--- config.mk ---
export PLATFORM = sky130hd
export DESIGN_NAME = lcdRegisters
export DESIGN_NICKNAME = d
export VERILOG_FILES = /design/src/lcdRegPkg.sv /design/src/lcdRegisters.sv
export SDC_FILE = /design/constraint.sdc
export NUM_CORES = 1
export LEC_CHECK = 0
export ABC_AREA = 1
export BUFFER_PORTS_ARGS = -buffer_cell sky130_fd_sc_hd__buf_2
export CAP_MARGIN = 10
export CORE_AREA = 2 2 77 79
export DETAILED_ROUTE_END_ITERATION = 16
export DIE_AREA = 0 0 79 81
export PLACE_DENSITY_LB_ADDON = 0.1
export SYNTH_ARGS = -nofsm -noshare
export SYNTH_HDL_FRONTEND = slang
export SYNTH_SLANG_ARGS = --single-unit
--- constraint.sdc ---
create_clock -name WBs_CLK_i -period 1.41 [get_ports WBs_CLK_i]
set_input_delay 0.2115 -clock WBs_CLK_i [delete_from_list [all_inputs] [get_ports WBs_CLK_i]]
set_output_delay 0.2115 -clock WBs_CLK_i [all_outputs]
set_load 0.05 [all_outputs]
--- src/lcdRegPkg.sv ---
// Host register map, field widths and reset values shared by the register block and the top level
package lcdRegPkg;

    // ------------------------------------------------------------------------
    // Bus and memory widths
    // ------------------------------------------------------------------------
    typedef logic [9:0]  wbAdr_t;
    typedef logic [31:0] wbDat_t;
    typedef logic [3:0]  byteStb_t;

    // Byte address into frame memory, bit 11 picks the bank
    typedef logic [11:0] fbRdAdr_t;
    // Word address inside one bank
    typedef logic [8:0]  fbWrAdr_t;

    typedef logic [6:0]  slvAdr_t;
    typedef logic [7:0]  loadLen_t;

    // Words per frame memory bank
    localparam int FbBankWords = 512;

    // ------------------------------------------------------------------------
    // Register offsets on address bits 3:0
    // ------------------------------------------------------------------------
    localparam logic [3:0] StatusRegAdr   = 4'h0;
    localparam logic [3:0] ControlRegAdr  = 4'h1;
    localparam logic [3:0] SlaveAdrRegAdr = 4'h3;
    localparam logic [3:0] WindowRegAdr   = 4'h4;

    // Status fields
    localparam int StatBusyBit = 0;
    localparam int StatDoneBit = 1;

    // Control fields
    localparam int CtrlEnBit    = 0;
    localparam int CtrlAutoBit  = 1;
    localparam int CtrlIrqEnBit = 2;
    localparam int CtrlDoneBit  = 3;

    // Window fields
    localparam int WinLenLsb = 16;

    // Default panel address, 0x78 on the wire once shifted
    localparam slvAdr_t SlaveAdrReset = 7'h3C;

endpackage
--- src/lcdRegisters.sv ---
// Wishbone register block: decodes host cycles, holds panel settings and the load-done interrupt
`timescale 1ns/10ps

module lcdRegisters
    import lcdRegPkg::*;
(
    input  logic     WBs_CLK_i,
    input  logic     WBs_RST_i,
    input  wbAdr_t   WBs_ADR_i,
    input  logic     WBs_CYC_i,
    input  logic     WBs_FB_CYC_i,
    input  logic     WBs_STB_i,
    input  logic     WBs_WE_i,
    input  byteStb_t WBs_BYTE_STB_i,
    input  wbDat_t   WBs_DAT_i,
    input  logic     busy_i,
    input  logic     loadDone_i,
    input  logic     loadClr_i,
    output wbDat_t   WBs_DAT_o,
    output logic     WBs_ACK_o,
    output logic     WBs_FB_ACK_o,
    output logic     ctrlEn_o,
    output logic     autoRefresh_o,
    output slvAdr_t  slvAdr_o,
    output fbRdAdr_t winStart_o,
    output loadLen_t winLen_o,
    output fbWrAdr_t fbWrAdr_o,
    output wbDat_t   fbWrDat_o,
    output logic     fbWrEn1_o,
    output logic     fbWrEn2_o,
    output logic     lcdLoadIrq_o
);

    logic   regWr;
    logic   ctrlWr;
    logic   fbWr;
    logic   irqEn;
    logic   loadDoneFlag;
    wbDat_t statusWord;
    wbDat_t controlWord;

    // ------------------------------------------------------------------------
    // Cycle decode
    // ------------------------------------------------------------------------
    // Register write, only with byte lane 0 set
    assign regWr  = WBs_CYC_i & WBs_STB_i & WBs_WE_i & ~WBs_ACK_o & WBs_BYTE_STB_i[0];
    assign ctrlWr = regWr & (WBs_ADR_i[3:0] == ControlRegAdr);

    // Frame memory write, bank from address bit 9
    assign fbWr      = WBs_FB_CYC_i & WBs_STB_i & WBs_WE_i & ~WBs_FB_ACK_o;
    assign fbWrEn1_o = fbWr & ~WBs_ADR_i[9];
    assign fbWrEn2_o = fbWr & WBs_ADR_i[9];
    assign fbWrAdr_o = WBs_ADR_i[8:0];
    assign fbWrDat_o = WBs_DAT_i;

    assign lcdLoadIrq_o = loadDoneFlag & irqEn;

    // ------------------------------------------------------------------------
    // Acknowledges and host registers
    // ------------------------------------------------------------------------
    always_ff @(posedge WBs_CLK_i or posedge WBs_RST_i)
    begin
        if (WBs_RST_i)
        begin
            WBs_ACK_o     <= 1'b0;
            WBs_FB_ACK_o  <= 1'b0;
            ctrlEn_o      <= 1'b0;
            autoRefresh_o <= 1'b0;
            irqEn         <= 1'b0;
            loadDoneFlag  <= 1'b0;
            slvAdr_o      <= SlaveAdrReset;
            winStart_o    <= '0;
            winLen_o      <= '0;
        end
        else
        begin
            // One-cycle acknowledge, every access takes two cycles
            WBs_ACK_o    <= WBs_CYC_i & WBs_STB_i & ~WBs_ACK_o;
            WBs_FB_ACK_o <= WBs_FB_CYC_i & WBs_STB_i & ~WBs_FB_ACK_o;

            // Enables, cleared by the engine after a one-shot load
            if (ctrlWr)
            begin
                ctrlEn_o      <= WBs_DAT_i[CtrlEnBit];
                autoRefresh_o <= WBs_DAT_i[CtrlAutoBit];
                irqEn         <= WBs_DAT_i[CtrlIrqEnBit];
            end
            else if (loadClr_i)
            begin
                ctrlEn_o      <= 1'b0;
                autoRefresh_o <= 1'b0;
            end

            // Sticky done flag, a finishing load beats a host write
            if (loadDone_i)
                loadDoneFlag <= 1'b1;
            else if (ctrlWr)
                loadDoneFlag <= WBs_DAT_i[CtrlDoneBit];

            if (regWr && WBs_ADR_i[3:0] == SlaveAdrRegAdr)
                slvAdr_o <= WBs_DAT_i[6:0];

            if (regWr && WBs_ADR_i[3:0] == WindowRegAdr)
            begin
                winStart_o <= WBs_DAT_i[11:0];
                winLen_o   <= WBs_DAT_i[WinLenLsb +: $bits(loadLen_t)];
            end
        end
    end

    // ------------------------------------------------------------------------
    // Read-back
    // ------------------------------------------------------------------------
    always_comb
    begin
        statusWord                = '0;
        statusWord[StatBusyBit]   = busy_i;
        statusWord[StatDoneBit]   = loadDoneFlag;
        controlWord               = '0;
        controlWord[CtrlEnBit]    = ctrlEn_o;
        controlWord[CtrlAutoBit]  = autoRefresh_o;
        controlWord[CtrlIrqEnBit] = irqEn;
        controlWord[CtrlDoneBit]  = loadDoneFlag;

        // Frame memory is write only, returns zero
        if (WBs_FB_CYC_i)
            WBs_DAT_o = '0;
        else
        begin
            case (WBs_ADR_i[3:0])
                StatusRegAdr   : WBs_DAT_o = statusWord;
                ControlRegAdr  : WBs_DAT_o = controlWord;
                SlaveAdrRegAdr : WBs_DAT_o = wbDat_t'(slvAdr_o);
                WindowRegAdr   : WBs_DAT_o = wbDat_t'({winLen_o, 4'h0, winStart_o});
                default        : WBs_DAT_o = '0;
            endcase
        end
    end

    // Acknowledge pulses must let the host drop its strobe
    ackSingle: assert property (@(posedge WBs_CLK_i) disable iff (WBs_RST_i)
        (WBs_ACK_o || WBs_FB_ACK_o) |=> !(WBs_ACK_o || WBs_FB_ACK_o));

endmodule

* Word-level counts from Yosys, hierarchy flattened
Index checks and enable logic that the tools add are counted.
Storage, ports and cells: register bits after elaboration 33, bits in latches 0, RAM bits 0, bits in read-only memories 0, bits of input ports 55, output and inout bits 107, word-level logic and storage cells 40, memories 0
Operators by class: add/subtract/negate cells 0, $mul 0, div/mod/pow operators 0, magnitude comparators 0, equal/unequal tests 3, shift-type cells 0, multiplexer cells 7, bitwise logic cells 16, reduce and logical (&&, ||, !) cells 5
Operators with widths (number):
- $pmux 24 s4 | 1
- $mux 24 | 1
- $and 1x1->1 | 13
- $mux 1 | 5
- $eq 4x1->1 const B | 1
- $eq 4x2->1 const B | 1
- $eq 4x3->1 const B | 1
- $logic_not 4->1 | 1
- $reduce_bool 2->1 | 2
- $not 1->1 | 3
- $logic_and 1x1->1 | 2

* Longest topological paths before layout
word-level depth 7, mapped depth 7, gate-level depth less buffers 6

* Worst setup path before layout
Ideal clock, no wire load.
path type register to output, start point register slvAdr_o[4], end point output port WBs_DAT_o[4], arrival time 1559 ps, data required time 1199 ps, setup slack -360 ps, stages on the path, launching flop included 3, buffers on the path 0, path through dfstp_2 -> nand2_1 -> a21oi_1
On the way: word-level cells in the longest chain between the ends 2
Ends and longest elaborated chain:
- start: declaration | RTL line lcdRegisters.sv:24 | output slvAdr_t slvAdr_o,
- start signal: assignment | RTL line lcdRegisters.sv:71 | slvAdr_o <= SlaveAdrReset;
- start signal: assignment | RTL line lcdRegisters.sv:101 | slvAdr_o <= WBs_DAT_i[6:0];
- $pmux 24 s4 | RTL line lcdRegisters.sv:130 | case (WBs_ADR_i[3:0])
- $mux 24 | RTL line lcdRegisters.sv:126 | if (WBs_FB_CYC_i)
- end: declaration | RTL line lcdRegisters.sv:19 | output wbDat_t WBs_DAT_o,
Every way passes these cells.

* Worst setup path in the final report
start point register slvAdr_o[2], end point output port WBs_DAT_o[2]
Same word-level chain as after synthesis.

==> results.rst <==
.. list-table::
   :header-rows: 1

   * - Metric
     - Value
   * - Power after layout
     - around 0.0028 W
   * - Post-layout minimum cycle time
     - 1493 ps
   * - Number of standard cells after synthesis
     - 288
   * - Number of routed nets with antenna violations
     - 0
   * - Number of antenna violations at the first check in global routing
     - 0
   * - Switching power as a share of total power
     - 38.87%
   * - Per-cell routed wire length
     - ~13 µm
   * - Deepest level of the CTS H-tree
     - 2
   * - Proportion of power drawn by flip-flops and latches
     - roughly two fifths
   * - Share of final-layout standard cells stronger than drive strength 1
     - 57.29%
   * - Hold Fails Final Rpt
     - 0
   * - Delay of the slowest cell on the worst path
     - a little under 600 ps
   * - Critical register-to-register path startpoint
     - WBs_ACK_o
   * - Terminus of the critical flop-to-flop path
     - winLen_o[0]
   * - Die Span Y
     - about 81 µm
   * - Largest net degree at the start of global routing
     - 34
   * - Effective utilization at floorplan
     - 38.18%
   * - Synthesized area per cell
     - 7.525 µm²
   * - Number of placement rows
     - 28
   * - Run status
     - finished, violations left
   * - Leading post-synthesis cells by cell area
     - dfrtp_1, buf_4, nand2_1
   * - Vias in the first global route
     - 1822
   * - Most used standard cell by instance count after synthesis
     - nand2_1
   * - Inserted Clock Buffers
     - 5
   * - Worst clock skew on the final layout
     - about 3.4 ps
   * - # port buffers
     - between 100 and 150
   * - Comb power frac
     - 32.5%
   * - Peak supply drop
     - about 0.00047 V
   * - FF+latch count, synth
     - 33
   * - Internal power component
     - 0.001692 W
   * - Cell type contributing the most total cell area after synthesis
     - dfrtp_1
   * - Power dissipated by switching net loads
     - 0.001076 W
   * - Type of the worst min-delay path
     - primary input to asynchronous set/reset pin
   * - Setup repair after global routing missed its margin
     - yes
   * - Total number of nets in the final design
     - 445
   * - Die Outline Area
     - roughly 6400 µm²
   * - Post-Route WL
     - 6.040 mm
   * - Overall fraction of global-route tracks in use
     - 17.37%
   * - Setup slack, reg-to-reg
     - 120 ps
   * - Critical path data arrival time
     - 1280 ps
   * - Residual overflow from global routing
     - 0
   * - I/O pin count
     - 162
   * - Post-synth top area share
     - 33.49%
   * - Vias
     - 2114
   * - Critical path endpoint category
     - primary output
   * - Violations in the final reports
     - setup timing
   * - Type of origin of the critical path
     - flip-flop
   * - Clock tree root buffer cell
     - clkbuf_8
   * - Worst Path Class, Setup
     - flip-flop to primary output
   * - Clock-pin slew of the registers on the worst-case setup and hold paths
     - 70 ps
   * - Post-synthesis cell type count
     - 18
   * - Netlist Area Pre-Place
     - 2167 µm²
   * - DR vias/cell
     - 4.536
   * - Area of the placeable core
     - approximately 5700 µm²
   * - Detailed-placement wirelength estimate
     - 4.099 mm
   * - Cell-by-cell trace of the critical path
     - nand3_2, nand3_2, nand2_2, clkinvlp_4, buf_8
   * - Hold-fix buffers, CTS
     - 0
   * - Number of slew-limit violations in the final report
     - 0
   * - Depth of the worst register-to-register path
     - 7
   * - TritonCTS clock tree
     - done
   * - Library cell appearing most often on the critical path
     - nand3_2
   * - Diodes inserted
     - 0
   * - Final setup margin
     - -82.96 ps
   * - Predominant post-synthesis flop cell
     - dfrtp_1
   * - Number of max-cap violations
     - 0
   * - Leading post-synthesis cells by instance count
     - nand2_1, buf_4, nand3_1, dfrtp_1, nor2_1
   * - Number of design-rule violations left by the first detailed-router iteration
     - 77
   * - Drt first pass iters
     - 4
   * - Maximum clock insertion buffer count
     - 2
   * - Critical-path top delay cell
     - dfstp_2
   * - Critical-path maximum fanout
     - 2
   * - Global placement routability congestion
     - around 0.80
   * - Final Cycle Share
     - 105.9%
   * - DRC
     - 0
   * - # placed instances
     - 442
   * - Width of the chip
     - between 70 and 80 µm
   * - Insertion delay of the later-clocked pin in the worst-skew pair
     - 280 ps
   * - Leak
     - 1.967 nW
   * - Top cell family by delay on the critical path
     - flip-flops
   * - Start point of the critical path
     - slvAdr_o[2]
   * - Share of flip-flops with an asynchronous set or reset after synthesis
     - 100.0%
   * - Setup-violating endpoint count in the final report
     - 7
   * - Total power divided by cell area
     - 814.8 nW/µm²
   * - Sequential element share of the synthesized area
     - 38.34%
   * - CP Buf/Inv Count
     - 2
   * - Sinks on Clock Net
     - 33
   * - Wire length of the first global-routing pass
     - 8.735 mm
   * - Proportion of power drawn by the clock network
     - 28.5%
   * - Upper clock frequency limit
     - 0.6698 GHz
   * - Area delta synth->final
     - 56.76%
   * - Post-Layout Cell Count
     - 466
   * - Post-synth EDFFs
     - 0
   * - Endpoint required time on the critical path
     - 1200 ps
   * - Number of warnings reported in the yosys synthesis log
     - 0
==> registers in the layout, summed over array words and instances, names as in the netlist <==
signal         count
winStart_o        12
winLen_o           8
slvAdr_o           7
WBs_ACK_o          1
WBs_FB_ACK_o       1
autoRefresh_o      1
ctrlEn_o           1
irqEn              1
loadDoneFlag       1
==> worst reg2reg max path: stages, from the launching register on <==
cell and delay [ps]:
dfrtp_2 400, inv_1 50, nand3_1 120, nor2_4 200, buf_12 150, nand2_8 110, nand2_1 90, nand2_1 50
==> per-layer routing <==
| metal | GRT usage (%) | wire length [µm] |
|---|---|---|
| met5 | 0 | 0 |
| met4 | 5.000 | 68 |
| met3 | 3.444 | 314 |
| met2 | 28.05 | 3028 |
| met1 | 23.79 | 2629 |
==> stage by stage <==
step	area [µm²]	utilization (%)	setup TNS [ps]	hold WS (ps)	setup WS (ps)
floorplan	2337	-	-507.6	323.7	-75.41
global placement	2724	47.99	-968.9	326.0	-67.71
detailed placement	2724	47.99	-1272	327.5	-87.71
CTS	3045	53.66	-108.3	25.86	-54.55
global route	3397	59.85	-1024	46.76	-114.0
finish	3397	59.85	-217.3	8.185	-82.96
==> worst max path at each step <==
stage | to | slack (ps) | depth (start not counted)
after global routing | WBs_DAT_o[3] | -110 | 5
after detailed placement | WBs_DAT_o[3] | -90 | 8
after floorplan | WBs_DAT_o[4] | -80 | 2
final | WBs_DAT_o[2] | -80 | 5
after CTS | WBs_DAT_o[3] | -50 | 5
after global placement | WBs_DAT_o[20] | -70 | 8
==> repair_timing <==
action / CTS / global route
gates resized for setup: 52 / 67
gates cloned: 0 / 1
pin swaps: 9 / 24
setup endpoints to repair: 22 / 40
setup buffers: 8 / 7
==> power groups by stage <==
| stage | clock network [W] | logic (W) | registers [W] |
|---|---|---|---|
| 2_1_floorplan | 0 | 0.000577 | 0.00128 |
| 3_3_place_gp | 0 | 0.000810 | 0.00108 |
| 3_5_place_dp | 0 | 0.000816 | 0.00108 |
| 4_1_cts | 0.000806 | 0.000854 | 0.00106 |
| 5_1_grt | 0.000853 | 0.000954 | 0.00109 |
| 6_report | 0.000788 | 0.000900 | 0.00108 |
==> cells by family (layout without fill, tap and decap cells) <==
kind of cell           count (synthesis)  in the layout  share of synthesized area (%)
buffers and inverters                 79            171                          25.11
AND/OR/NAND/NOR                      170            170                          35.22
flip-flops                            33             33                          38.34
AO/OA/AOI/OAI                          5              5                          1.154
other                                  1             12                         0.1730
==> area by class of cell <==
class / instances / area [µm²]
fill: 539 / 2278
timing repair buffer: 147 / 1159
multi-input combinational: 187 / 1144
sequential: 33 / 832.0
clock buffer: 7 / 96.34
tap: 75 / 93.84
inverter: 16 / 67.56
clock inverter: 1 / 5.005
==> cells in the final DEF, fill, tap and decap left out, drive strengths merged <==
cell type / count
buf: 145
nand2: 93
nand3: 49
dfrtp: 29
nor2: 28
inv: 14
conb: 12
clkbuf: 9
dfstp: 4
a21oi: 3
clkinvlp: 2
o21ai: 2
clkinv: 1
No activity file was read; power rests on OpenSTA's default activity.
