### src/lcdLinkPkg.sv
// Serial panel link timing, byte type and FSM encodings used by the load engine and transmitter
package lcdLinkPkg;

    typedef logic [7:0] linkByte_t;

    // Clocks per quarter bit, four quarters make one serial bit
    localparam int QuarterClks = 2;
    localparam int QuarterCntW = $clog2(QuarterClks) + 1;

    // Eight data bits plus the released acknowledge slot
    localparam int FrameBits = 9;

    // Panel control byte announcing a data stream
    localparam linkByte_t DataCtrlByte = 8'h40;

    // Transmitter FSM
    typedef enum logic [1:0] {TxIdle, TxStart, TxBit, TxStop} txState_t;

    // Load engine FSM
    typedef enum logic [2:0] {
        LoadIdle, LoadAddress, LoadControl, LoadFetch, LoadData, LoadFinish
    } loadState_t;

endpackage

### src/lcdSerialTx.sv
// Two-wire panel transmitter: start, MSB-first bytes with a released ninth bit, then stop
`timescale 1ns/10ps

module lcdSerialTx
    import lcdLinkPkg::*;
(
    input  logic      WBs_CLK_i,
    input  logic      WBs_RST_i,
    input  linkByte_t txByte_i,
    input  logic      txLast_i,
    input  logic      txSend_i,
    output logic      txReady_o,
    output logic      lcdScl_o,
    output logic      lcdSda_o
);

    txState_t               txState;
    logic [QuarterCntW-1:0] qCnt;
    logic [1:0]             phase;
    logic [3:0]             bitCnt;
    linkByte_t              shiftReg;
    logic                   lastByte;
    // Start already sent, SCL parked low between bytes
    logic                   frameOpen;

    // ------------------------------------------------------------------------
    // Bit timing
    // Phase 0 SCL low and SDA set, phase 1-2 SCL high, phase 3 SCL low
    // ------------------------------------------------------------------------
    always_ff @(posedge WBs_CLK_i or posedge WBs_RST_i)
    begin
        if (WBs_RST_i)
        begin
            txState   <= TxIdle;
            qCnt      <= '0;
            phase     <= '0;
            bitCnt    <= '0;
            shiftReg  <= '0;
            lastByte  <= 1'b0;
            frameOpen <= 1'b0;
            txReady_o <= 1'b1;
            lcdScl_o  <= 1'b1;
            lcdSda_o  <= 1'b1;
        end
        else if (txState == TxIdle)
        begin
            qCnt   <= '0;
            phase  <= '0;
            bitCnt <= '0;
            if (txSend_i)
            begin
                shiftReg  <= txByte_i;
                lastByte  <= txLast_i;
                txReady_o <= 1'b0;
                if (frameOpen)
                begin
                    // SCL already low, present the first bit now
                    lcdSda_o <= txByte_i[7];
                    txState  <= TxBit;
                end
                else
                    txState <= TxStart;
            end
        end
        else if (qCnt != QuarterCntW'(QuarterClks - 1))
            qCnt <= qCnt + 1'b1;
        else
        begin
            qCnt  <= '0;
            phase <= phase + 1'b1;
            case (phase)
                2'd0:
                begin
                    lcdScl_o <= 1'b1;
                    // SDA falls under high SCL
                    if (txState == TxStart)
                        lcdSda_o <= 1'b0;
                end
                2'd2:
                begin
                    // SDA rises under high SCL
                    if (txState == TxStop)
                        lcdSda_o <= 1'b1;
                    else
                        lcdScl_o <= 1'b0;
                end
                2'd3:
                begin
                    // End of the current bit period
                    case (txState)
                        TxStart:
                        begin
                            frameOpen <= 1'b1;
                            lcdSda_o  <= shiftReg[7];
                            txState   <= TxBit;
                        end
                        TxBit:
                        if (bitCnt == 4'(FrameBits - 1))
                        begin
                            if (lastByte)
                            begin
                                lcdSda_o <= 1'b0;
                                txState  <= TxStop;
                            end
                            else
                            begin
                                txReady_o <= 1'b1;
                                txState   <= TxIdle;
                            end
                        end
                        else
                        begin
                            // Ones shift in, so the ninth bit is released
                            bitCnt   <= bitCnt + 1'b1;
                            shiftReg <= {shiftReg[6:0], 1'b1};
                            lcdSda_o <= shiftReg[6];
                        end
                        default:
                        begin
                            frameOpen <= 1'b0;
                            txReady_o <= 1'b1;
                            txState   <= TxIdle;
                        end
                    endcase
                end
            endcase
        end
    end

endmodule

### config.mk
export PLATFORM = sky130hd
export DESIGN_NAME = lcdSerialTx
export DESIGN_NICKNAME = d
export VERILOG_FILES = /design/src/lcdLinkPkg.sv /design/src/lcdSerialTx.sv
export SDC_FILE = /design/constraint.sdc
export NUM_CORES = 1
export LEC_CHECK = 0
export ABC_AREA = 1
export BUFFER_PORTS_ARGS = -buffer_cell sky130_fd_sc_hd__buf_2
export CAP_MARGIN = 15
export CORE_MARGIN = 2
export CORE_UTILIZATION = 35
export DETAILED_ROUTE_END_ITERATION = 6
export PLACE_DENSITY_LB_ADDON = 0.08
export SLEW_MARGIN = 40
export SYNTH_ARGS = -nofsm -noshare
export SYNTH_HDL_FRONTEND = slang
export SYNTH_SLANG_ARGS = --single-unit
export TNS_END_PERCENT = 10
### constraint.sdc
create_clock -name WBs_CLK_i -period 1.7 [get_ports WBs_CLK_i]
set_input_delay 0.085 -clock WBs_CLK_i [delete_from_list [all_inputs] [get_ports WBs_CLK_i]]
set_output_delay 0.085 -clock WBs_CLK_i [all_outputs]
set_load 0.05 [all_outputs]
* Word level (Yosys, flattened, before mapping)
Cells that the tools add are included.
** Cells by class
- Bitwise operators :: 3
- Equality and inequality tests :: 19
- Add/sub/neg operators :: 3
- Reductions and logical operators :: 14
- Multiplexer cells :: 43
** Operator list (number)
- 8-bit 2-to-1 mux :: 6
- 2-bit 2-to-1 mux :: 11
- 4-bit 2-to-1 mux :: 5
- 4-bit AND reduction :: 4
- 1-bit 2-to-1 mux :: 15
- 2-bit != test (second input constant) :: 6
- 3-bit != test (second input constant) :: 4
- 2-bit == test (second input constant) :: 4
- 1-bit case mux with 2 select lines :: 4
- 8-bit AND reduction :: 1
- 6-bit AND reduction :: 1
- 2-bit nonzero test :: 3
- 5-bit != test (second input constant) :: 1
- 5-bit AND reduction :: 1
- 2-bit by 1-bit adder with 2-bit output (second input constant) :: 2
- 4-bit by 1-bit adder with 4-bit output (second input constant) :: 1
- 4-bit == test (second input constant) :: 1
- 2-bit zero test :: 2
- 4-bit != test (second input constant) :: 1
- 2-bit case mux with 2 select lines :: 1
- 4-bit nonzero test :: 1
- 1-bit inverter :: 3
- 1-bit case mux with 3 select lines :: 1
- 2-bit by 1-bit == test with 1-bit output (second input constant) :: 1
- 2 further kinds :: 2
** Storage, ports and cells
- Register bits :: 23
- Output and inout bits :: 3
- Bits of input ports :: 12

* Depth between registers and ports, before layout
Gate-level depths: netlist of run 1.
- Depth after elaboration :: 6
- Depth in mapped cells :: 12
- Mapped depth without buffers :: 11

* Worst setup path after synthesis of run 1
No wires, ideal clock.
- Kind :: flip-flop to flip-flop
- Start :: register txState[0]
- End :: register shiftReg[1]
- Period minus slack after synthesis :: 1.502 ns
- Cell stages (with the launch flop) :: 11
- Library setup time :: 0.123 ns
- Required time :: 1.577 ns
- Path slack :: 0.198 ns
- Data arrival time :: 1.379 ns
- Cell sequence :: dfrtp_1 inv_1 ha_1 nand2_2 nor2_4 nand2_4 nand2_4 nand2_4 buf_6 nand2_2 o21ai_2
** Between the ends
- Cells in the longest elaborated chain, start to end :: 3
** RTL lines
- from (decl) :: line lcdSerialTx.sv:17 : txState_t txState;
- from (signal assigned) :: line lcdSerialTx.sv:34 : txState <= TxIdle;
- from (signal assigned) :: line lcdSerialTx.sv:59 : txState <= TxBit;
- from (signal assigned) :: line lcdSerialTx.sv:62 : txState <= TxStart;
- 2-bit == test / 2-bit zero test (equally long branches) :: line lcdSerialTx.sv:90, lcdSerialTx.sv:45
- 2-bit nonzero test (no source line) / 2-bit != test (equally long branches)
- 5-bit AND reduction (no source line)
- to (signal assigned) :: line lcdSerialTx.sv:52 : shiftReg <= txByte_i;
- to (signal assigned) :: line lcdSerialTx.sv:115 : shiftReg <= {shiftReg[6:0], 1'b1};
- to (decl) :: line lcdSerialTx.sv:21 : linkByte_t shiftReg;
Parallel ways exist; a longest one is shown, timed or not.
A chain may end at the register's enable or synchronous reset.

* Worst setup path after layout of run 1
- Start :: register txState[0]
- End :: register shiftReg[6]
Same word-level chain as after synthesis.

==> impl_metrics.toml, run 1 <==
[detailed_routing]
drt_iter0_drc = 33
vias_per_cell = 4.51
routedWlPerCell_um = 11.4
drt-pass1-iter-count = 4
drt_wl_total_um = 2780
vias = 1105
ant_nets = 0
drc = 0

[floorplan]
fp-row-count = 23
die_h_um = 67.6
die_w_um = 67.6
ios = 15
coreArea_um2 = 3940
design.die.area_um2 = 4570
initial_core_util = 0.359

[sta]
finalMaxSlewViolations = 0
fin_crit_sh = 0.905
fin_crit_ps = 1540
hold_violations = 0
max_freq_ghz = 0.650
setup_viol = 0
relSlewSlack = 0.798
tightest_slew_ps = 303
finalClockSkew_ps = 11.4

[global_routing]
antenna_found_initial = 0
grt_pass1_wl_um = 5060
grt_max_degree = 24
overflow = 0
grt_use_total = 0.147
grt_pass1_vias = 1087

[cts]
cts_made_buffers = 3
htree_levels = 1
clkTransAtPathRegs_ps = 100
cts_tree = "built"
clk_latency_ps = 270
clk_path_buf_depth = 2
clock_sinks = 23
root_buffer = "clkbuf_8"

[power]
power_density_nw_per_um2 = 1730
switching_share = 0.461
leakagePower_nw = 0.810
p_sw_mw = 1.32
combinationalPowerShare = 0.558
p_int_mw = 1.54
vdd_drop_max_mv = 0.643
clock_power_share = 0.127
finalPower_mw = 2.85
pwr-share-seq = 0.316

[synthesis]
synthMuxAreaShare = 0.0433
netlist_area_um2 = 1420
synth_top_family_by_area = "simple AND/OR/NAND/NOR gates"
yosysWarnings = 0
synthCells = 172
synthArstFlopShare = 1.00
synth.top_cell.area_share = 0.353
synthSimpleGateAreaFrac = 0.254
synthTopCellsByCount = "41 x nand2_1, 22 x inv_1, 20 x dfrtp_1"
synth_edf_count = 0
ys_types = 29
synthAdderAreaFrac = 0.0795
synth_top_area_cell = "dfrtp_1"
synth_seq_area_share = 0.409
synth_compound_area_frac = 0.125
synth_xor_area_frac = 0.00618
synth.top_cells.by_area = "dfrtp_1 35%, nand2_1 11%, ha_1 8.0%"
synth-main-ff-cell = "dfrtp_1"
avgSynthCellArea_um2 = 8.23
ys_ff_latch = 23
yosys.cell_count.top_type = "nand2_1"
synth_fp_nets = 193

[critical_path]
crit_type = "reg2reg"
critical_path_peak_fanout = 15
path_cells = "inv_1 -> ha_2 -> nand2_2 -> nor2_4 -> nand2_4 -> nand2_4 -> nand2_8 -> nand2_1 -> o21ai_2"
cp_data_required_time_ps = 1860
cp.arrival_ps = 1700
regToRegSetupSlack_ps = 160
crit_family = "simple AND/OR/NAND/NOR gates"
slowest_stage = "dfrtp_1"
critPathCaptureType = "flip-flop"
slowest_delay_ps = 400
critPathMostFrequentCell = "nand2_4"
path_buf_inv = 1
cp-start-kind = "flip-flop"

[flow_run]
cap_violations = 0

[status]
status = "finished, final reports clean"

[cells_and_area]
final_cells = 245
drive_above_1_share = 0.251
antennaDiodeCount = 0
multiInputGateArea_um2 = 729
nets = 217
ff_latch_area_um2 = 579
num-fill-cells = 412
fin_util = 0.419
area_delta_synth_final_pct = 16.5

[place]
gp_congestion = 0.811
placed_cells = 237
dp_hpwl_um = 2200
port_buffers = 14

[hold_path]
min_path_type = "in2reg"
[layout by cell type (no fill, tap or decap), types with 2 or more instances in the layout]
master    netlist  layout
mux2i_1         5       5
nand2_4         3       2
o21ai_1         2       2
dfstp_2         3       3
buf_4           1       8
o21ai_0         9       9
nand2_2         3       3
dfrtp_1        20      20
inv_1          22      22
nand3_1        12      12
o21ai_2         7       7
nand2_1        41      41
nor2_1         16      16
clkbuf_8        0       3
buf_2           2      14
ha_1            9       8
inv_2           2       2
a21oi_1         3       3
[cell families (layout without fill, tap and decap cells)]
family	Yosys count	in the layout
flip-flops	23	23
AND/OR/NAND/NOR	79	79
buffers and inverters	28	51
AO/OA/AOI/OAI	26	26
multiplexers	6	6
adder cells (fa/ha/maj)	9	9
XOR/XNOR	1	1
[state kept, by name, summed over array words and instances, names as in the netlist]
| register | cells |
|---|---|
| lcdScl_o | 1 |
| phase | 2 |
| txReady_o | 1 |
| lcdSda_o | 1 |
| frameOpen | 1 |
| shiftReg | 8 |
| bitCnt | 4 |
| lastByte | 1 |
| txState | 2 |
| qCnt | 2 |
[power groups by stage]
stage	Sequential [mW]	Clock, mW	Combinational (mW)
after global placement	0.922	0	1.52
final	0.901	0.361	1.59
after detailed placement	0.918	0	1.54
after floorplan	1.02	0	1.13
after CTS	0.909	0.382	1.54
after global routing	0.929	0.399	1.84
[path summary, 6_finish.rpt]
check                                     endpoint  cells past startpoint              startpoint
min in group asynchronous  shiftReg[2]$_DFFE_PP0P_                      4               WBs_RST_i
hold reg to reg              txReady_o$_DFFE_PP1P_                      2   txReady_o$_DFFE_PP1P_
setup reg to reg           shiftReg[6]$_DFFE_PP0P_                      9  txState[0]$_DFFE_PP0P_
hold / removal                lastByte$_DFFE_PP0P_                      2                txLast_i
setup / recovery           shiftReg[6]$_DFFE_PP0P_                      9  txState[0]$_DFFE_PP0P_
max in group asynchronous     lcdScl_o$_DFFE_PP1P_                      4               WBs_RST_i
[per-layer routing]
metal	up-vias	wire, µm	track usage
li1	592	-	-
met3	2	114	0.0417
met5	-	0	0
met2	18	1290	0.229
met1	493	1370	0.205
met4	0	10	0.0230
[through the flow]
step	cell area (µm²)	TNS [ps]	hold slack [ps]	setup slack, ps
CTS	1620	0	26.4	38.1
global route	1650	-5.57	33.0	-5.57
finish	1650	0	35.8	162
floorplan	1420	0	84.7	198
detailed placement	1560	0	147	68.4
global placement	1560	0	144	131
[timing repair]
item | 4_1_cts | 5_1_grt
hold buffers | 1 | 0
resized for setup | 0 | 2
endpoints found under the setup margin | 0 | 10
setup buffers | 0 | 3
hold endpoints to repair | 20 | 0
[cell type report]
type,instances,share of cell area
clock buffer,3,0.0250
timing repair buffer,23,0.0849
sequential,23,0.351
tap,50,0.0379
clock inverter,1,0.00455
multi-input combinational,121,0.442
inverter,24,0.0546
Note: power is estimated with default switching activity, not from simulation.
==> run 2: changes to the inputs <==
--- a/config.mk
+++ b/config.mk
@@ -11,7 +11,7 @@
 export CORE_MARGIN = 2
 export CORE_UTILIZATION = 35
 export DETAILED_ROUTE_END_ITERATION = 6
-export PLACE_DENSITY_LB_ADDON = 0.08
+export PLACE_DENSITY_LB_ADDON = 0.25
 export SLEW_MARGIN = 40
 export SYNTH_ARGS = -nofsm -noshare
 export SYNTH_HDL_FRONTEND = slang
==> impl_metrics.toml, run 2 (same netlist as run 1, synthesis figures left out) <==
[cells_and_area]
area_delta_synth_final_pct = 14.1
max_flop_register = "shiftReg"
final_common_cell = "nand2_1"
largest_reg_flops = 8
largestRegisters = "shiftReg (8), bitCnt (4)"
nets = 214
final_cell_mix = "41 x nand2_1, 22 x inv_1, 20 x dfrtp_1"
antennaDiodeCount = 0
drive_above_1_share = 0.240

[critical_path]
cp.arrival_ps = 1770
critPathCaptureType = "flip-flop"
crit_type = "reg2reg"
cp_data_required_time_ps = 1870
critical_path_peak_fanout = 15
cp-start-kind = "flip-flop"

[cts]
htree_levels = 1
clock_sinks = 23
clk_latency_ps = 270
clkTransAtPathRegs_ps = 90
postCtsSetupRepairBufs = 0
cts_made_buffers = 3
root_buffer = "clkbuf_8"
cts_tree = "built"
clk_path_buf_depth = 2

[place]
dp_hpwl_um = 2160
gp_congestion = 0.812
port_buffers = 14
place_ws_ps = 47.9

[global_routing]
overflow = 0
grt_max_degree = 16
grt_pass1_vias = 1054
antenna_found_initial = 0
grt_use_total = 0.137
grt_pass1_wl_um = 4670

[floorplan]
fp-row-count = 23
initial_core_util = 0.359
die_h_um = 67.6
coreArea_um2 = 3940
design.die.area_um2 = 4570
ios = 15
die_w_um = 67.6

[sta]
tightest_slew_ps = 413
worst_hold_slack_ps = 45.5
fin_ws_ps = 97.3
hold_violations = 0
fin_crit_sh = 0.943
setup_viol = 0
relSlewSlack = 0.724
max_freq_ghz = 0.624
tns_ps = 0
fin_crit_ps = 1600
finalMaxSlewViolations = 0
finalClockSkew_ps = 4.54
grt_setup_unrepaired = "true"

[detailed_routing]
vias_per_cell = 4.67
vias = 1129
drt_wl_total_um = 2780
ant_nets = 0
drt_iter0_drc = 43
drt-pass1-iter-count = 4
drc = 0
routedWlPerCell_um = 11.5

[hold_path]
min_path_type = "in2reg"

[status]
status = "finished, final reports clean"

[power]
leakagePower_nw = 0.798
power_density_nw_per_um2 = 1720
finalPower_mw = 2.78
vdd_drop_max_mv = 0.678

[flow_run]
cap_violations = 0
run 2: worst paths after layout:
check / startpoint / to / slack, ps / depth (start not counted)
hold reg to reg: txReady_o$_DFFE_PP1P_ / txReady_o$_DFFE_PP1P_ / 470 / 2
min in group asynchronous: WBs_RST_i / phase[0]$_DFFE_PP0N_ / 340 / 3
max in group asynchronous: WBs_RST_i / qCnt[0]$_DFF_PP0_ / 830 / 4
hold / removal: txLast_i / lastByte$_DFFE_PP0P_ / 50 / 2
setup / recovery: txState[1]$_DFFE_PP0P_ / shiftReg[6]$_DFFE_PP0P_ / 100 / 9
setup reg to reg: txState[1]$_DFFE_PP0P_ / shiftReg[6]$_DFFE_PP0P_ / 100 / 9
run 2: layout make-up:
class / instances / area (µm²)
Fill cell: 410 / 2330
Multi-Input combinational cell: 121 / 721
Sequential cell: 23 / 579
Timing Repair Buffer: 20 / 118
Inverter: 24 / 90.1
Tap cell: 50 / 62.6
Clock buffer: 3 / 41.3
Clock inverter: 1 / 5.00
run 2: report_power, final:
part / leakage (nW) / internal, mW / total [mW] / switching, mW
sequential: 0.287 / 0.781 / 0.909 / 0.128
clock: 0.0255 / 0.164 / 0.354 / 0.189
combinational: 0.486 / 0.552 / 1.52 / 0.970
run 2: metrics by stage:
| step | instances | area [µm²] | utilization |
|---|---|---|---|
| after floorplan | 172 | 1420 | - |
| after global placement | 237 | 1560 | 0.395 |
| after detailed placement | 237 | 1560 | 0.395 |
| after CTS | 242 | 1610 | 0.409 |
| after global routing | 242 | 1620 | 0.410 |
| final | 242 | 1620 | 0.410 |
run 2: timing repair:
item                                    in CTS  in global routing
gates resized for setup                      0                  1
endpoints found under the setup margin       0                 12
hold buffers                                 1                  0
hold endpoints to repair                     6                  0
run 2: worst max-delay path: stages (launching register included):
cell	delay, ps
dfrtp_1	390
buf_4	160
ha_2	240
nand2_2	100
nor2_4	150
nand2_4	80
nand2_4	80
nand2_4	140
nand2_1	120
o21ai_2	50
run 2: routing by layer:
| layer | global-route usage | up-vias | wire (µm) |
|---|---|---|---|
| met4 | 0.0638 | 0 | 69 |
| li1 | - | 581 | - |
| met5 | 0 | - | 0 |
| met2 | 0.217 | 32 | 1210 |
| met1 | 0.181 | 507 | 1360 |
| met3 | 0.0250 | 9 | 132 |
