$ cat config.mk
export PLATFORM = sky130hd
export DESIGN_NAME = lcdLoadEngine
export DESIGN_NICKNAME = d
export VERILOG_FILES = /design/src/lcdLinkPkg.sv /design/src/lcdRegPkg.sv /design/src/lcdLoadEngine.sv
export SDC_FILE = /design/constraint.sdc
export NUM_CORES = 1
export LEC_CHECK = 0
export ABC_AREA = 1
export CAP_MARGIN = 25
export CORE_MARGIN = 2
export CORE_UTILIZATION = 55
export DETAILED_ROUTE_END_ITERATION = 16
export DONT_BUFFER_PORTS = 1
export HOLD_SLACK_MARGIN = 0.12
export PLACE_DENSITY = 0.75
export SLEW_MARGIN = 15
export SYNTH_ARGS = -nofsm -noshare
export SYNTH_HDL_FRONTEND = slang
export SYNTH_SLANG_ARGS = --single-unit
export TNS_END_PERCENT = 5
$ cat constraint.sdc
create_clock -name WBs_CLK_i -period 2.42 [get_ports WBs_CLK_i]
set_input_delay 0.484 -clock WBs_CLK_i [delete_from_list [all_inputs] [get_ports WBs_CLK_i]]
set_output_delay 0.484 -clock WBs_CLK_i [all_outputs]
set_load 0.05 [all_outputs]
$ cat src/lcdLinkPkg.sv
// Serial panel link timing, byte type and FSM encodings used by the load engine and transmitter
package lcdLinkPkg;

    typedef logic [7:0] linkByte_t;

    // Clocks per quarter bit, four quarters make one serial bit
    localparam int QuarterClks = 2;
    localparam int QuarterCntW = $clog2(QuarterClks) + 1;

    // Eight data bits plus the released acknowledge slot
    localparam int FrameBits = 9;

    // Panel control byte announcing a data stream
    localparam linkByte_t DataCtrlByte = 8'h40;

    // Transmitter FSM
    typedef enum logic [1:0] {TxIdle, TxStart, TxBit, TxStop} txState_t;

    // Load engine FSM
    typedef enum logic [2:0] {
        LoadIdle, LoadAddress, LoadControl, LoadFetch, LoadData, LoadFinish
    } loadState_t;

endpackage

$ cat src/lcdRegPkg.sv
// Host register map, field widths and reset values shared by the register block and the top level
package lcdRegPkg;

    // ------------------------------------------------------------------------
    // Bus and memory widths
    // ------------------------------------------------------------------------
    typedef logic [9:0]  wbAdr_t;
    typedef logic [31:0] wbDat_t;
    typedef logic [3:0]  byteStb_t;

    // Byte address into frame memory, bit 11 picks the bank
    typedef logic [11:0] fbRdAdr_t;
    // Word address inside one bank
    typedef logic [8:0]  fbWrAdr_t;

    typedef logic [6:0]  slvAdr_t;
    typedef logic [7:0]  loadLen_t;

    // Words per frame memory bank
    localparam int FbBankWords = 512;

    // ------------------------------------------------------------------------
    // Register offsets on address bits 3:0
    // ------------------------------------------------------------------------
    localparam logic [3:0] StatusRegAdr   = 4'h0;
    localparam logic [3:0] ControlRegAdr  = 4'h1;
    localparam logic [3:0] SlaveAdrRegAdr = 4'h3;
    localparam logic [3:0] WindowRegAdr   = 4'h4;

    // Status fields
    localparam int StatBusyBit = 0;
    localparam int StatDoneBit = 1;

    // Control fields
    localparam int CtrlEnBit    = 0;
    localparam int CtrlAutoBit  = 1;
    localparam int CtrlIrqEnBit = 2;
    localparam int CtrlDoneBit  = 3;

    // Window fields
    localparam int WinLenLsb = 16;

    // Default panel address, 0x78 on the wire once shifted
    localparam slvAdr_t SlaveAdrReset = 7'h3C;

endpackage
$ cat src/lcdLoadEngine.sv
// Load sequencer: walks the window through the frame memory and feeds bytes to the transmitter
`timescale 1ns/10ps

module lcdLoadEngine
    import lcdRegPkg::*;
    import lcdLinkPkg::*;
(
    input  logic      WBs_CLK_i,
    input  logic      WBs_RST_i,
    input  logic      ctrlEn_i,
    input  logic      autoRefresh_i,
    input  slvAdr_t   slvAdr_i,
    input  fbRdAdr_t  winStart_i,
    input  loadLen_t  winLen_i,
    input  linkByte_t fbRdDat_i,
    input  logic      txReady_i,
    output logic      busy_o,
    output logic      loadDone_o,
    output logic      loadClr_o,
    output fbRdAdr_t  fbRdAdr_o,
    output linkByte_t txByte_o,
    output logic      txLast_o,
    output logic      txSend_o
);

    loadState_t loadState;
    fbRdAdr_t   curAdr;
    loadLen_t   remain;
    logic       canSend;

    assign busy_o    = (loadState != LoadIdle);
    assign fbRdAdr_o = curAdr;

    // Transmitter free and no send still in flight
    assign canSend = txReady_i & ~txSend_o;

    // ------------------------------------------------------------------------
    // Load FSM
    // ------------------------------------------------------------------------
    always_ff @(posedge WBs_CLK_i or posedge WBs_RST_i)
    begin
        if (WBs_RST_i)
        begin
            loadState  <= LoadIdle;
            curAdr     <= '0;
            remain     <= '0;
            txByte_o   <= '0;
            txLast_o   <= 1'b0;
            txSend_o   <= 1'b0;
            loadDone_o <= 1'b0;
            loadClr_o  <= 1'b0;
        end
        else
        begin
            // Single-cycle pulses
            txSend_o   <= 1'b0;
            loadDone_o <= 1'b0;
            loadClr_o  <= 1'b0;

            case (loadState)
                LoadIdle:
                begin
                    // Skip the cycle where the clear is still on its way
                    if (ctrlEn_i && !loadDone_o)
                    begin
                        curAdr    <= winStart_i;
                        remain    <= winLen_i;
                        loadState <= LoadAddress;
                    end
                end
                LoadAddress:
                if (canSend)
                begin
                    // Write direction, R/W bit 0
                    txByte_o  <= {slvAdr_i, 1'b0};
                    txLast_o  <= 1'b0;
                    txSend_o  <= 1'b1;
                    loadState <= LoadControl;
                end
                LoadControl:
                if (canSend)
                begin
                    txByte_o  <= DataCtrlByte;
                    txLast_o  <= (remain == '0);
                    txSend_o  <= 1'b1;
                    loadState <= (remain == '0) ? LoadFinish : LoadFetch;
                end
                // Memory read in flight
                LoadFetch:
                    loadState <= LoadData;
                LoadData:
                if (canSend)
                begin
                    txByte_o  <= fbRdDat_i;
                    txLast_o  <= (remain == loadLen_t'(1));
                    txSend_o  <= 1'b1;
                    // Wraps at the end of bank 2
                    curAdr    <= curAdr + 1'b1;
                    remain    <= remain - 1'b1;
                    loadState <= (remain == loadLen_t'(1)) ? LoadFinish : LoadFetch;
                end
                // Ready again only after the stop condition
                LoadFinish:
                if (canSend)
                begin
                    loadDone_o <= 1'b1;
                    loadClr_o  <= ~autoRefresh_i;
                    loadState  <= LoadIdle;
                end
                default:
                    loadState <= LoadIdle;
            endcase
        end
    end

    // Transmitter accepts a byte only while it signals ready
    sendWhenReady: assert property (@(posedge WBs_CLK_i) disable iff (WBs_RST_i)
        txSend_o |-> txReady_i);

endmodule

# Yosys cells after proc, flatten, opt, wreduce, memory -nomap -nowiden
# Index checks and enable logic that the tools add are counted.
# Widths: inputs -> output; s select.
[op_classes] n_addsub=2 n_eq_ne=11 muxes=27 n_bitwise=3 reduce_logical=11
[op_table] operator="$mux 8" count=5
[op_table] operator="$mux 12" count=2
[op_table] operator="$pmux 12 s2" count=1
[op_table] operator="$pmux 8 s3" count=1
[op_table] operator="$mux 3" count=7
[op_table] operator="$pmux 3 s6" count=1
[op_table] operator="$pmux 8 s2" count=1
[op_table] operator="$add 12x1->12 const B" count=1
[op_table] operator="$ne 2x2->1 const B" count=5
[op_table] operator="$eq 8x1->1 const B" count=1
[op_table] operator="$logic_not 8->1" count=1
[op_table] operator="$mux 1" count=8
[op_table] operator="$sub 8x1->8 const B" count=1
[op_table] operator="$eq 3x2->1 const B" count=2
[op_table] operator="$eq 3x3->1 const B" count=2
[op_table] operator="$reduce_bool 3->1" count=2
[op_table] operator="$reduce_and 5->1" count=1
[op_table] operator="$reduce_and 4->1" count=1
[op_table] operator="$eq 3x1->1 const B" count=1
[op_table] operator="$logic_not 3->1" count=1
[op_table] operator="$pmux 1 s3" count=1
[op_table] operator="$reduce_and 3->1" count=1
[op_table] operator="$reduce_or 3->1" count=1
[op_table] operator="$not 1->1" count=2
[op_table] operator="other kinds (4)" count=4
[totals] regBits=35 output_inout_bits=25

# Logic depth before layout (Yosys ltp)
# Gate-level depths: netlist (run 1).
[logic_depth] ltp_word=4 ltp_mapped=9

# Worst setup path after synthesis (run 1)
# Ideal clock, no wire load.
[synth_timing] path_type="reg-to-reg" startpoint="register curAdr[1] (netlist: fbRdAdr_o[1])" endpoint="register curAdr[10] (netlist: fbRdAdr_o[10])" t_arrival_ns=1.547 t_required_ns=2.302 setup_slack_ns=0.755 path_stages_with_launch=9 path_buffers=0 period_less_slack_ns=1.665 path_cell_list="dfrtp_1 ha_1 nand2_1 nor2_1 nand3_1 nand2_1 nand3_1 nand2_1 nand2_1"
[synth_via] elab_chain_len=3
[synth_lines] item="from (decl)" line="lcdLoadEngine.sv:27" source="fbRdAdr_t curAdr;"
[synth_lines] item="from (signal assigned)" line="lcdLoadEngine.sv:66" source="curAdr <= winStart_i;"
[synth_lines] item="from (signal assigned)" line="lcdLoadEngine.sv:98" source="curAdr <= curAdr + 1'b1;"
[synth_lines] item="$add 12x1->12" line="lcdLoadEngine.sv:98"
[synth_lines] item="$mux 12" line="lcdLoadEngine.sv:92" source="if (canSend)"
[synth_lines] item="$pmux 12 s2" line="lcdLoadEngine.sv:60" source="case (loadState)"
# Every way passes these cells. The select of a mux whose other input is x is not followed.
# A chain may end at the register's enable or synchronous reset.

# Worst setup path in the final report (run 1)
[layout_timing] startpoint="register loadDone_o" endpoint="register remain[5]"
[layout_via] elab_chain_len=4
[layout_lines] item="from (decl)" line="lcdLoadEngine.sv:18" source="output logic loadDone_o,"
[layout_lines] item="from (signal assigned)" line="lcdLoadEngine.sv:50" source="loadDone_o <= 1'b0;"
[layout_lines] item="from (signal assigned)" line="lcdLoadEngine.sv:57" source="loadDone_o <= 1'b0;"
[layout_lines] item="from (signal assigned)" line="lcdLoadEngine.sv:106" source="loadDone_o <= 1'b1;"
[layout_lines] item="$logic_not 1->1" line="lcdLoadEngine.sv:64" source="if (ctrlEn_i && !loadDone_o)"
[layout_lines] item="$logic_and 1x1->1" line="lcdLoadEngine.sv:64"
[layout_lines] item="$ne 2x2->1 (no source line)"
[layout_lines] item="$reduce_and 3->1 (no source line)"
[layout_lines] item="to (signal assigned)" line="lcdLoadEngine.sv:67" source="remain <= winLen_i;"
[layout_lines] item="to (signal assigned)" line="lcdLoadEngine.sv:99" source="remain <= remain - 1'b1;"
[layout_lines] item="to (decl)" line="lcdLoadEngine.sv:28" source="loadLen_t remain;"
# Every way passes these cells.

==> results of run 1 <==
state kept, by name, summed over array words and instances, names as in the netlist:
register    cells
fbRdAdr_o      12
loadClr_o       1
loadDone_o      1
loadState       3
remain          8
txByte_o        8
txLast_o        1
txSend_o        1
kinds of logic (layout without fill, tap and decap cells):
group                      after synthesis  in the layout  share of synthesized area (%)
adders and majority gates                4              4                           2.28
and+or+nand+nor                        215            215                           40.9
buffers and inverters                   39             46                           7.97
DFF                                     35             35                           39.8
AOI/OAI and AO/OA                       28             28                           8.25
xor gates and xnor gates                 2              2                          0.797
power groups by stage:
stage / combinational (µW) / sequential (µW) / clock [µW]
finish: 1510 / 1520 / 535
global route: 1720 / 1560 / 578
CTS: 1520 / 1520 / 540
detailed placement: 1510 / 1530 / 0
global placement: 1470 / 1530 / 0
floorplan: 1100 / 1610 / 0
synth_stat cells (2+ instances only):
master    instances
buf_4             7
ha_1              4
inv_2             4
buf_2             2
o21ai_0          11
o21ai_1           7
nand2_1         127
xor2_1            2
nand4_1           3
nor2_4            2
nand3_1          31
dfrtp_1          35
nand3b_1          4
inv_1            24
nor2_1           43
o211ai_1          3
worst max-delay path, stage by stage, from the launching register on:
cell and delay [ps]:
dfrtp_1 640, nor2_1 70, nand2_1 160, nand2_1 70
nand2_1 590, nor2_1 80, nand2_1 100, o21ai_0 70
how the worst min path moves through the flow:
stage	startpoint	end
after floorplan	remain[7]$_DFFE_PP0P_	remain[7]$_DFFE_PP0P_
after global placement	remain[7]$_DFFE_PP0P_	remain[7]$_DFFE_PP0P_
after detailed placement	remain[7]$_DFFE_PP0P_	remain[7]$_DFFE_PP0P_
after CTS	WBs_RST_i	txByte_o[7]$_DFFE_PP0P_
after global routing	WBs_RST_i	txByte_o[4]$_DFFE_PP0P_
final	WBs_RST_i	txByte_o[7]$_DFFE_PP0P_
metal layers:
layer / vias up / GRT usage, % / part of all wire [%]
met5: - / 0 / 0
met4: 0 / 8.16 / 2.1
li1: 1032 / - / -
met2: 73 / 38.4 / 45
met1: 909 / 30.7 / 45
met3: 10 / 7.67 / 7.4
cell usage in the layout, fill, tap and decap left out, drive strengths merged, types with 2 or more instances in the layout:
cell    netlist  routed
nand3b        4       4
a21oi         2       2
nand3        32      32
clkinv        1       3
xor2          2       2
nand2       128     128
ha            4       4
nor2         46      46
dfrtp        35      35
o21ai        19      19
buf           9       9
clkbuf        1       5
o211ai        3       3
inv          28      28
nand4         3       3
area by class of cell:
cell class / instances / share of cell area [%]
multi-input combinational: 249 / 48.4
sequential: 35 / 36.9
inverter: 29 / 4.59
clock buffer: 5 / 2.90
timing repair buffer: 9 / 2.85
tap: 48 / 2.53
clock inverter: 3 / 1.85
through the flow:
stage	hold slack, ps	util (%)
after floorplan	471	-
after global placement	496	60.4
after detailed placement	504	60.4
after CTS	191	63.4
after global routing	221	63.4
final	169	63.4
==> flow_metrics.tcl, run 1 <==
set metrics [dict create \
    clk_pin_slew_ps 80 \
    cts_root_buffer "clkbuf_8" \
    maxCapViolCount 0 \
    synth_area_um2 2200 \
    cp.arrival_ps 2080 \
    antenna_found_initial 0 \
    grt_pass1_wl_um 8150 \
    synth_edf_count 0 \
    critPathMaxFanout 23 \
    vias_per_cell 5.35 \
    reg2reg_to "remain[5]$_DFFE_PP0P_" \
    ys_ff_latch 35 \
    die_h_um 67.2 \
    status "complete, no violations" \
    nFillCells 359 \
    multi_input_comb_area_um2 1150 \
    endpoint "remain[5]$_DFFE_PP0P_" \
    post_drt_wl_per_cell_um 13.0 \
    drive_gt1_share_pct 9.09 \
    synth_flop_cell "dfrtp_1" \
    syn_nets 367 \
    overflow 0 \
    final.setup.worst_slack_ps 503 \
    cts_tree "done" \
    io_buffers 0 \
    seq_area_frac_synth_pct 39.8 \
    dp.cells 370 \
    core_area_um2 3740 \
    vias 2024 \
    placedInstanceArea_um2 2260 \
    dp_hpwl_um 3560 \
    total_power_uw 3560 \
    r2r_start "loadDone_o$_DFF_PP0_" \
    hold_path_class "primary input to asynchronous set/reset pin" \
    cts_buffers 5 \
    nets 373 \
    criticalPathCategory "register to register" \
    regArea_um2 876 \
    max_freq_ghz 0.522 \
    slew-limit-headroom_pct 46.8 \
    period_needed_ps 1920 \
    pwr-share-comb_pct 42.3 \
    yosysTopAreaCell "dfrtp_1" \
    cts.hold.buffers_added 0 \
    leakage_uw 0.00121 \
    ys_warn_count 0 \
    power.density_nw_per_um2 1500 \
    grt_pass1_vias 1821 \
    drtIter0Drc 95 \
    drt-total-wl_um 4910 \
    worst_pin_slew_ps 795 \
    ant_nets 0 \
    grt_setup_unrepaired "no" \
    async_flop_share_pct 100 \
    clk_latency_ps 290 \
    hold_viol_final 0 \
    ir_drop_mv 0.715 \
    switching_share_pct 54.7 \
    setup_viol 0 \
    cts_resized 0 \
    start_util_pct 58.7 \
    htreeDepth 2 \
    syn_inst 323 \
    internal_power_uw 1610 \
    skew_ps 5.67 \
    drc 0 \
    fin_area_um2 2370 \
    die_w_um 67.2 \
    critPathRequiredTime_ps 2580 \
    pin_count 65 \
    postCtsSetupBuffers 0 \
    yosysTopAreaCellShare_pct 39.8 \
    clkPwrFrac_pct 15.0 \
    finalSetupTns_ps 0 \
    pre_cts_slack_ps 506 \
    track_usage_pct 24.0 \
    final_cells 378 \
    antenna_cells 0 \
    clkSinkCount 35 \
    clk_path_buf_depth 2 \
    switchingPower_uw 1950 \
    reg2reg_depth 7 \
    gp_congestion 0.796 \
    synth_cell_types 30 \
    critPathLaunchType "register" \
    crit_path_start "loadDone_o$_DFF_PP0_" \
    slew_viol_final 0 \
    floorplan.rows 22 \
    area_growth_pct 7.91 \
    drtPass1Iterations 4 \
    rrSetupSlack_ps 500 \
    grt_max_degree 36 \
    synthTopCellsByArea "dfrtp_1 40%, nand2_1 22%, nor2_1 7.3%" \
    die_area_um2 4520 \
    endpoint_kind "register" \
    period_share_pct 79.2 \
    seqPwrFrac_pct 42.7 \
    syn_area_per_cell_um2 6.81 \
]
(Power assumes the default switching activity.)
==> run 2: changes to the inputs <==
PLACE_DENSITY = 0.78   (was 0.75)
clock period = 1.71 ns   (was 2.42 ns; I/O delays follow)
==> run 2 against run 1 <==
Net effect:
- sequential power is 22% higher
- via count is 4.0% higher
- wire length is 8.1% higher
- critical endpoint is now busy_o
- highest routed layer unchanged
==> flow_metrics.tcl, run 2 (synthesis results as in run 1) <==
set metrics [dict create \
    critPathMaxFanout 5 \
    maxCapViolCount 0 \
    postCtsSetupBuffers 0 \
    switching_share_pct 54.7 \
    fin_area_um2 2490 \
    grt_max_degree 36 \
    cp.arrival_ps 1200 \
    grt_pass1_wl_um 8490 \
    switchingPower_uw 2820 \
    max_freq_ghz 0.648 \
    ant_nets 0 \
    final_cell_mix "127 x nand2_1, 43 x nor2_1, 35 x dfrtp_1, 31 x nand3_1, 24 x inv_1" \
    power.density_nw_per_um2 2070 \
    hold_viol_final 0 \
    die_w_um 67.2 \
    clkSinkCount 35 \
    nFillCells 344 \
    clkPwrFrac_pct 11.5 \
    antenna_cells 0 \
    slew-limit-headroom_pct 64.1 \
    start_util_pct 58.7 \
    gp_congestion 0.895 \
    period_share_pct 90.3 \
    multi_input_comb_area_um2 1150 \
    total_power_uw 5160 \
    worst_pin_slew_ps 538 \
    finalSetupTns_ps 0 \
    vias_per_cell 5.36 \
    clk_pin_slew_ps 70 \
    critPathRequiredTime_ps 1370 \
    post_drt_wl_per_cell_um 13.5 \
    cts_root_buffer "clkbuf_8" \
    critPathLaunchType "register" \
    endpoint_kind "primary output" \
    setup_viol 0 \
    drive_gt1_share_pct 12.5 \
    status "complete, no violations" \
    placedInstanceArea_um2 2380 \
    period_needed_ps 1540 \
    floorplan.rows 22 \
    drt-total-wl_um 5300 \
    final_common_cell "nand2_1" \
    nets 388 \
    cts_resized 0 \
    final_cells 393 \
    cts_tree "done" \
    ir_drop_mv 1.11 \
    antenna_found_initial 0 \
    cts_buffers 5 \
    pwr-share-comb_pct 52.6 \
    area_growth_pct 13.1 \
    internal_power_uw 2340 \
    drtIter0Drc 98 \
    htreeDepth 2 \
    vias 2105 \
    drtPass1Iterations 4 \
    dp_hpwl_um 3890 \
    final_core_util_pct 66.4 \
    regArea_um2 876 \
    drc 0 \
    core_area_um2 3740 \
    seqPwrFrac_pct 35.9 \
    overflow 0 \
    cts.hold.buffers_added 2 \
    grt_setup_unrepaired "no" \
    hold_path_class "primary input to register" \
    io_buffers 0 \
    die_area_um2 4520 \
    clk_latency_ps 300 \
    die_h_um 67.2 \
    skew_ps 6.06 \
    largest_reg_flops 12 \
    criticalPathCategory "register to primary output" \
    pin_count 65 \
    leakage_uw 0.00128 \
    grt_pass1_vias 1981 \
    dp.cells 383 \
    slew_viol_final 0 \
    track_usage_pct 25.1 \
    clk_path_buf_depth 2 \
]
[run 2: worst paths after layout]
| kind | endpoint | startpoint | slack (ps) | cells past startpoint |
|---|---|---|---|---|
| hold reg to reg | remain[7]$_DFFE_PP0P_ | remain[7]$_DFFE_PP0P_ | 520 | 2 |
| hold / removal | txByte_o[0]$_DFFE_PP0P_ | fbRdDat_i[0] | 190 | 2 |
| min in group asynchronous | fbRdAdr_o[10]$_DFFE_PP0P_ | WBs_RST_i | 580 | 3 |
| setup / recovery | busy_o | loadState[1]$_DFFE_PP0P_ | 170 | 3 |
| setup reg to reg | fbRdAdr_o[10]$_DFFE_PP0P_ | fbRdAdr_o[0]$_DFFE_PP0P_ | 180 | 8 |
| max in group asynchronous | fbRdAdr_o[7]$_DFFE_PP0P_ | WBs_RST_i | 800 | 3 |
[run 2: power by group through the flow]
| stage | combinational, µW | clock [µW] | sequential [µW] |
|---|---|---|---|
| finish | 2710 | 595 | 1850 |
| detailed placement | 2710 | 0 | 1860 |
| global route | 3010 | 637 | 1900 |
| CTS | 2720 | 603 | 1850 |
| floorplan | 1560 | 0 | 2290 |
| global placement | 2640 | 0 | 1840 |
[run 2: per-layer routing]
metal | global-route usage, % | vias to the layer above | part of all wire [%]
li1 | - | 1056 | -
met1 | 29.9 | 958 | 42
met2 | 40.8 | 78 | 48
met3 | 6.33 | 13 | 7.0
met4 | 14.8 | 0 | 2.4
met5 | 0 | - | 0
[run 2: through the flow]
| step | hold WS [ps] | worst slack [ps] |
|---|---|---|
| 6_report | 193 | 166 |
| 5_1_grt | 196 | 45.0 |
| 4_1_cts | 193 | 168 |
| 3_5_place_dp | 364 | 192 |
| 3_3_place_gp | 364 | 269 |
| 2_1_floorplan | 414 | 45.4 |
[run 2: layout make-up]
type / instances / area share, %
well taps: 48 / 2.42
clock buffers: 5 / 2.77
repair buffers: 24 / 8.45
inverters: 29 / 4.38
multi-input cells: 249 / 46.2
clock inverters: 3 / 0.604
flip-flops and latches: 35 / 35.2
[run 2: critical path: stages (launching register included)]
cell     delay, ps
dfrtp_1        440
nor2_2         180
nand2_1         80
buf_4          190
==> run 3: changes to the inputs <==
CTS_CLUSTER_DIAMETER = 30   (was not set)
PLACE_DENSITY = 0.73   (was 0.78)
==> run 3 against run 2 <==
Net effect:
- via count is 1.3% lower
- first-iteration DRC count is 51% higher
- die area stayed put
- sequential power hardly changed
- combinational power hardly changed
- cell count is 0.25% lower
- final area is 0.40% lower
- non-clock buffer count is 1 lower
- clock power is 4.2% lower
- wire length is 3.1% lower
- core utilization is 0.27 points lower
- sequential share of layout area is 0.14 points higher
==> flow_metrics.tcl, run 3 (synthesis results as in run 1) <==
set metrics [dict create \
    cts_root_buffer "clkbuf_8" \
    critPathLaunchType "register" \
    period_needed_ps 1560 \
    slew_viol_final 0 \
    path_cells "inv_2 > nand2_1 > buf_4" \
    die_area_um2 4520 \
    drtPass1Iterations 4 \
    final_cell_mix "127 x nand2_1, 43 x nor2_1, 35 x dfrtp_1, 31 x nand3_1, 24 x inv_1" \
    finalSetupTns_ps 0 \
    grt_setup_unrepaired "no" \
    rrSetupSlack_ps 190 \
    postCtsSetupBuffers 0 \
    hp-start "winLen_i[3]" \
    antenna_cells 0 \
    pin_count 65 \
    die_w_um 67.2 \
    final_common_cell "nand2_1" \
    largest_reg_flops 12 \
    clk_pin_slew_ps 70 \
    cts_resized 0 \
    slew-limit-headroom_pct 64.8 \
    setup_viol 0 \
    cts_tree "done" \
    grt_pass1_vias 1748 \
    vias 2078 \
    crit_family "flip-flops" \
    start_util_pct 58.7 \
    track_usage_pct 24.0 \
    io_buffers 0 \
    critPathMaxFanout 8 \
    worst_path_largest_cell_delay_ps 470 \
    whs_endpoint "remain[3]$_DFFE_PP0P_" \
    worst_pin_slew_ps 529 \
    cp_num_buf_inv 2 \
    r2r_start "loadState[2]$_DFFE_PP0P_" \
    status "complete, no violations" \
    maxCapViolCount 0 \
    cts.hold.buffers_added 2 \
    timing.hold.ws_ps 218 \
    overflow 0 \
    hold_path_class "primary input to register" \
    cpMaxStageDelayCell "dfrtp_1" \
    pre_cts_slack_ps 207 \
    post_drt_wl_per_cell_um 13.1 \
    htreeDepth 2 \
    holdPathStages 2 \
    hold_viol_final 0 \
    gp_congestion 0.839 \
    core_area_um2 3740 \
    skew_ps 7.18 \
    reg2reg_depth 7 \
    grt_max_degree 36 \
    endpoint_kind "primary output" \
    drive_gt1_share_pct 11.6 \
    drt-total-wl_um 5140 \
    ant_nets 0 \
    drtIter0Drc 148 \
    grt_pass1_wl_um 8050 \
    max_freq_ghz 0.640 \
    power.density_nw_per_um2 2060 \
    ir_drop_mv 1.02 \
    drc 0 \
    cp.arrival_ps 1220 \
    clk_path_buf_depth 2 \
    cts_buffers 5 \
    antenna_found_initial 0 \
    leakage_uw 0.00127 \
    vias_per_cell 5.30 \
    clk_latency_ps 280 \
    dp_hpwl_um 3710 \
    nets 387 \
    criticalPathCategory "register to primary output" \
    critPathRequiredTime_ps 1370 \
    reg2reg_to "fbRdAdr_o[2]$_DFFE_PP0P_" \
    final.setup.worst_slack_ps 147 \
    floorplan.rows 22 \
    period_share_pct 91.4 \
    die_h_um 67.2 \
    area_growth_pct 12.6 \
    clkSinkCount 35 \
]
[run 3: worst register-to-register path: stages (launching register included)]
cell     delay (ps)
dfrtp_1         480
inv_2           150
nor2_4          250
buf_12          210
nand2_1          60
o21ai_0          70
nand2_1          70
o21a_1          120
[run 3: final cells by class]
class	count	area, µm²
multi-input cells	249	1150
repair buffers	23	203
well taps	48	60.1
clock buffers	7	76.3
inverters	29	109
flip-flops and latches	35	876
fillers	343	1270
clock inverters	1	5.00
[run 3: where the power goes]
group | internal [µW] | total [µW] | switching (µW)
sequential | 1180 | 1840 | 659
combinational | 868 | 2700 | 1830
clock | 286 | 570 | 284
[run 3: how the worst max path moves through the flow]
| stage | startpoint | to | slack, ps | cells after the start |
|---|---|---|---|---|
| 2_1_floorplan | fbRdAdr_o[1]$_DFFE_PP0P_ | fbRdAdr_o[10]$_DFFE_PP0P_ | 50 | 8 |
| 3_3_place_gp | loadState[2]$_DFFE_PP0P_ | txByte_o[3]$_DFFE_PP0P_ | 240 | 7 |
| 3_5_place_dp | loadState[2]$_DFFE_PP0P_ | fbRdAdr_o[5]$_DFFE_PP0P_ | 210 | 5 |
| 4_1_cts | loadState[2]$_DFFE_PP0P_ | busy_o | 160 | 3 |
| 5_1_grt | loadState[2]$_DFFE_PP0P_ | fbRdAdr_o[5]$_DFFE_PP0P_ | 50 | 5 |
| 6_report | loadState[2]$_DFFE_PP0P_ | busy_o | 150 | 3 |
[run 3: layer usage]
| layer | global-route usage, % | vias up | routed length [µm] |
|---|---|---|---|
| met3 | 7.00 | 9 | 419 |
| met4 | 8.42 | 0 | 73 |
| met2 | 37.6 | 70 | 2440 |
| met5 | 0 | - | 0 |
| li1 | - | 1061 | - |
| met1 | 31.7 | 938 | 2210 |
[run 3: through the flow]
| step | area (µm²) | util, % | instances | total power, µW |
|---|---|---|---|---|
| final | 2480 | 66.1 | 392 | 5110 |
| after detailed placement | 2370 | 63.4 | 382 | 4550 |
| after global placement | 2370 | 63.4 | 382 | 4490 |
| after floorplan | 2200 | - | 323 | 3850 |
| after CTS | 2480 | 66.1 | 392 | 5140 |
| after global routing | 2480 | 66.1 | 392 | 5510 |
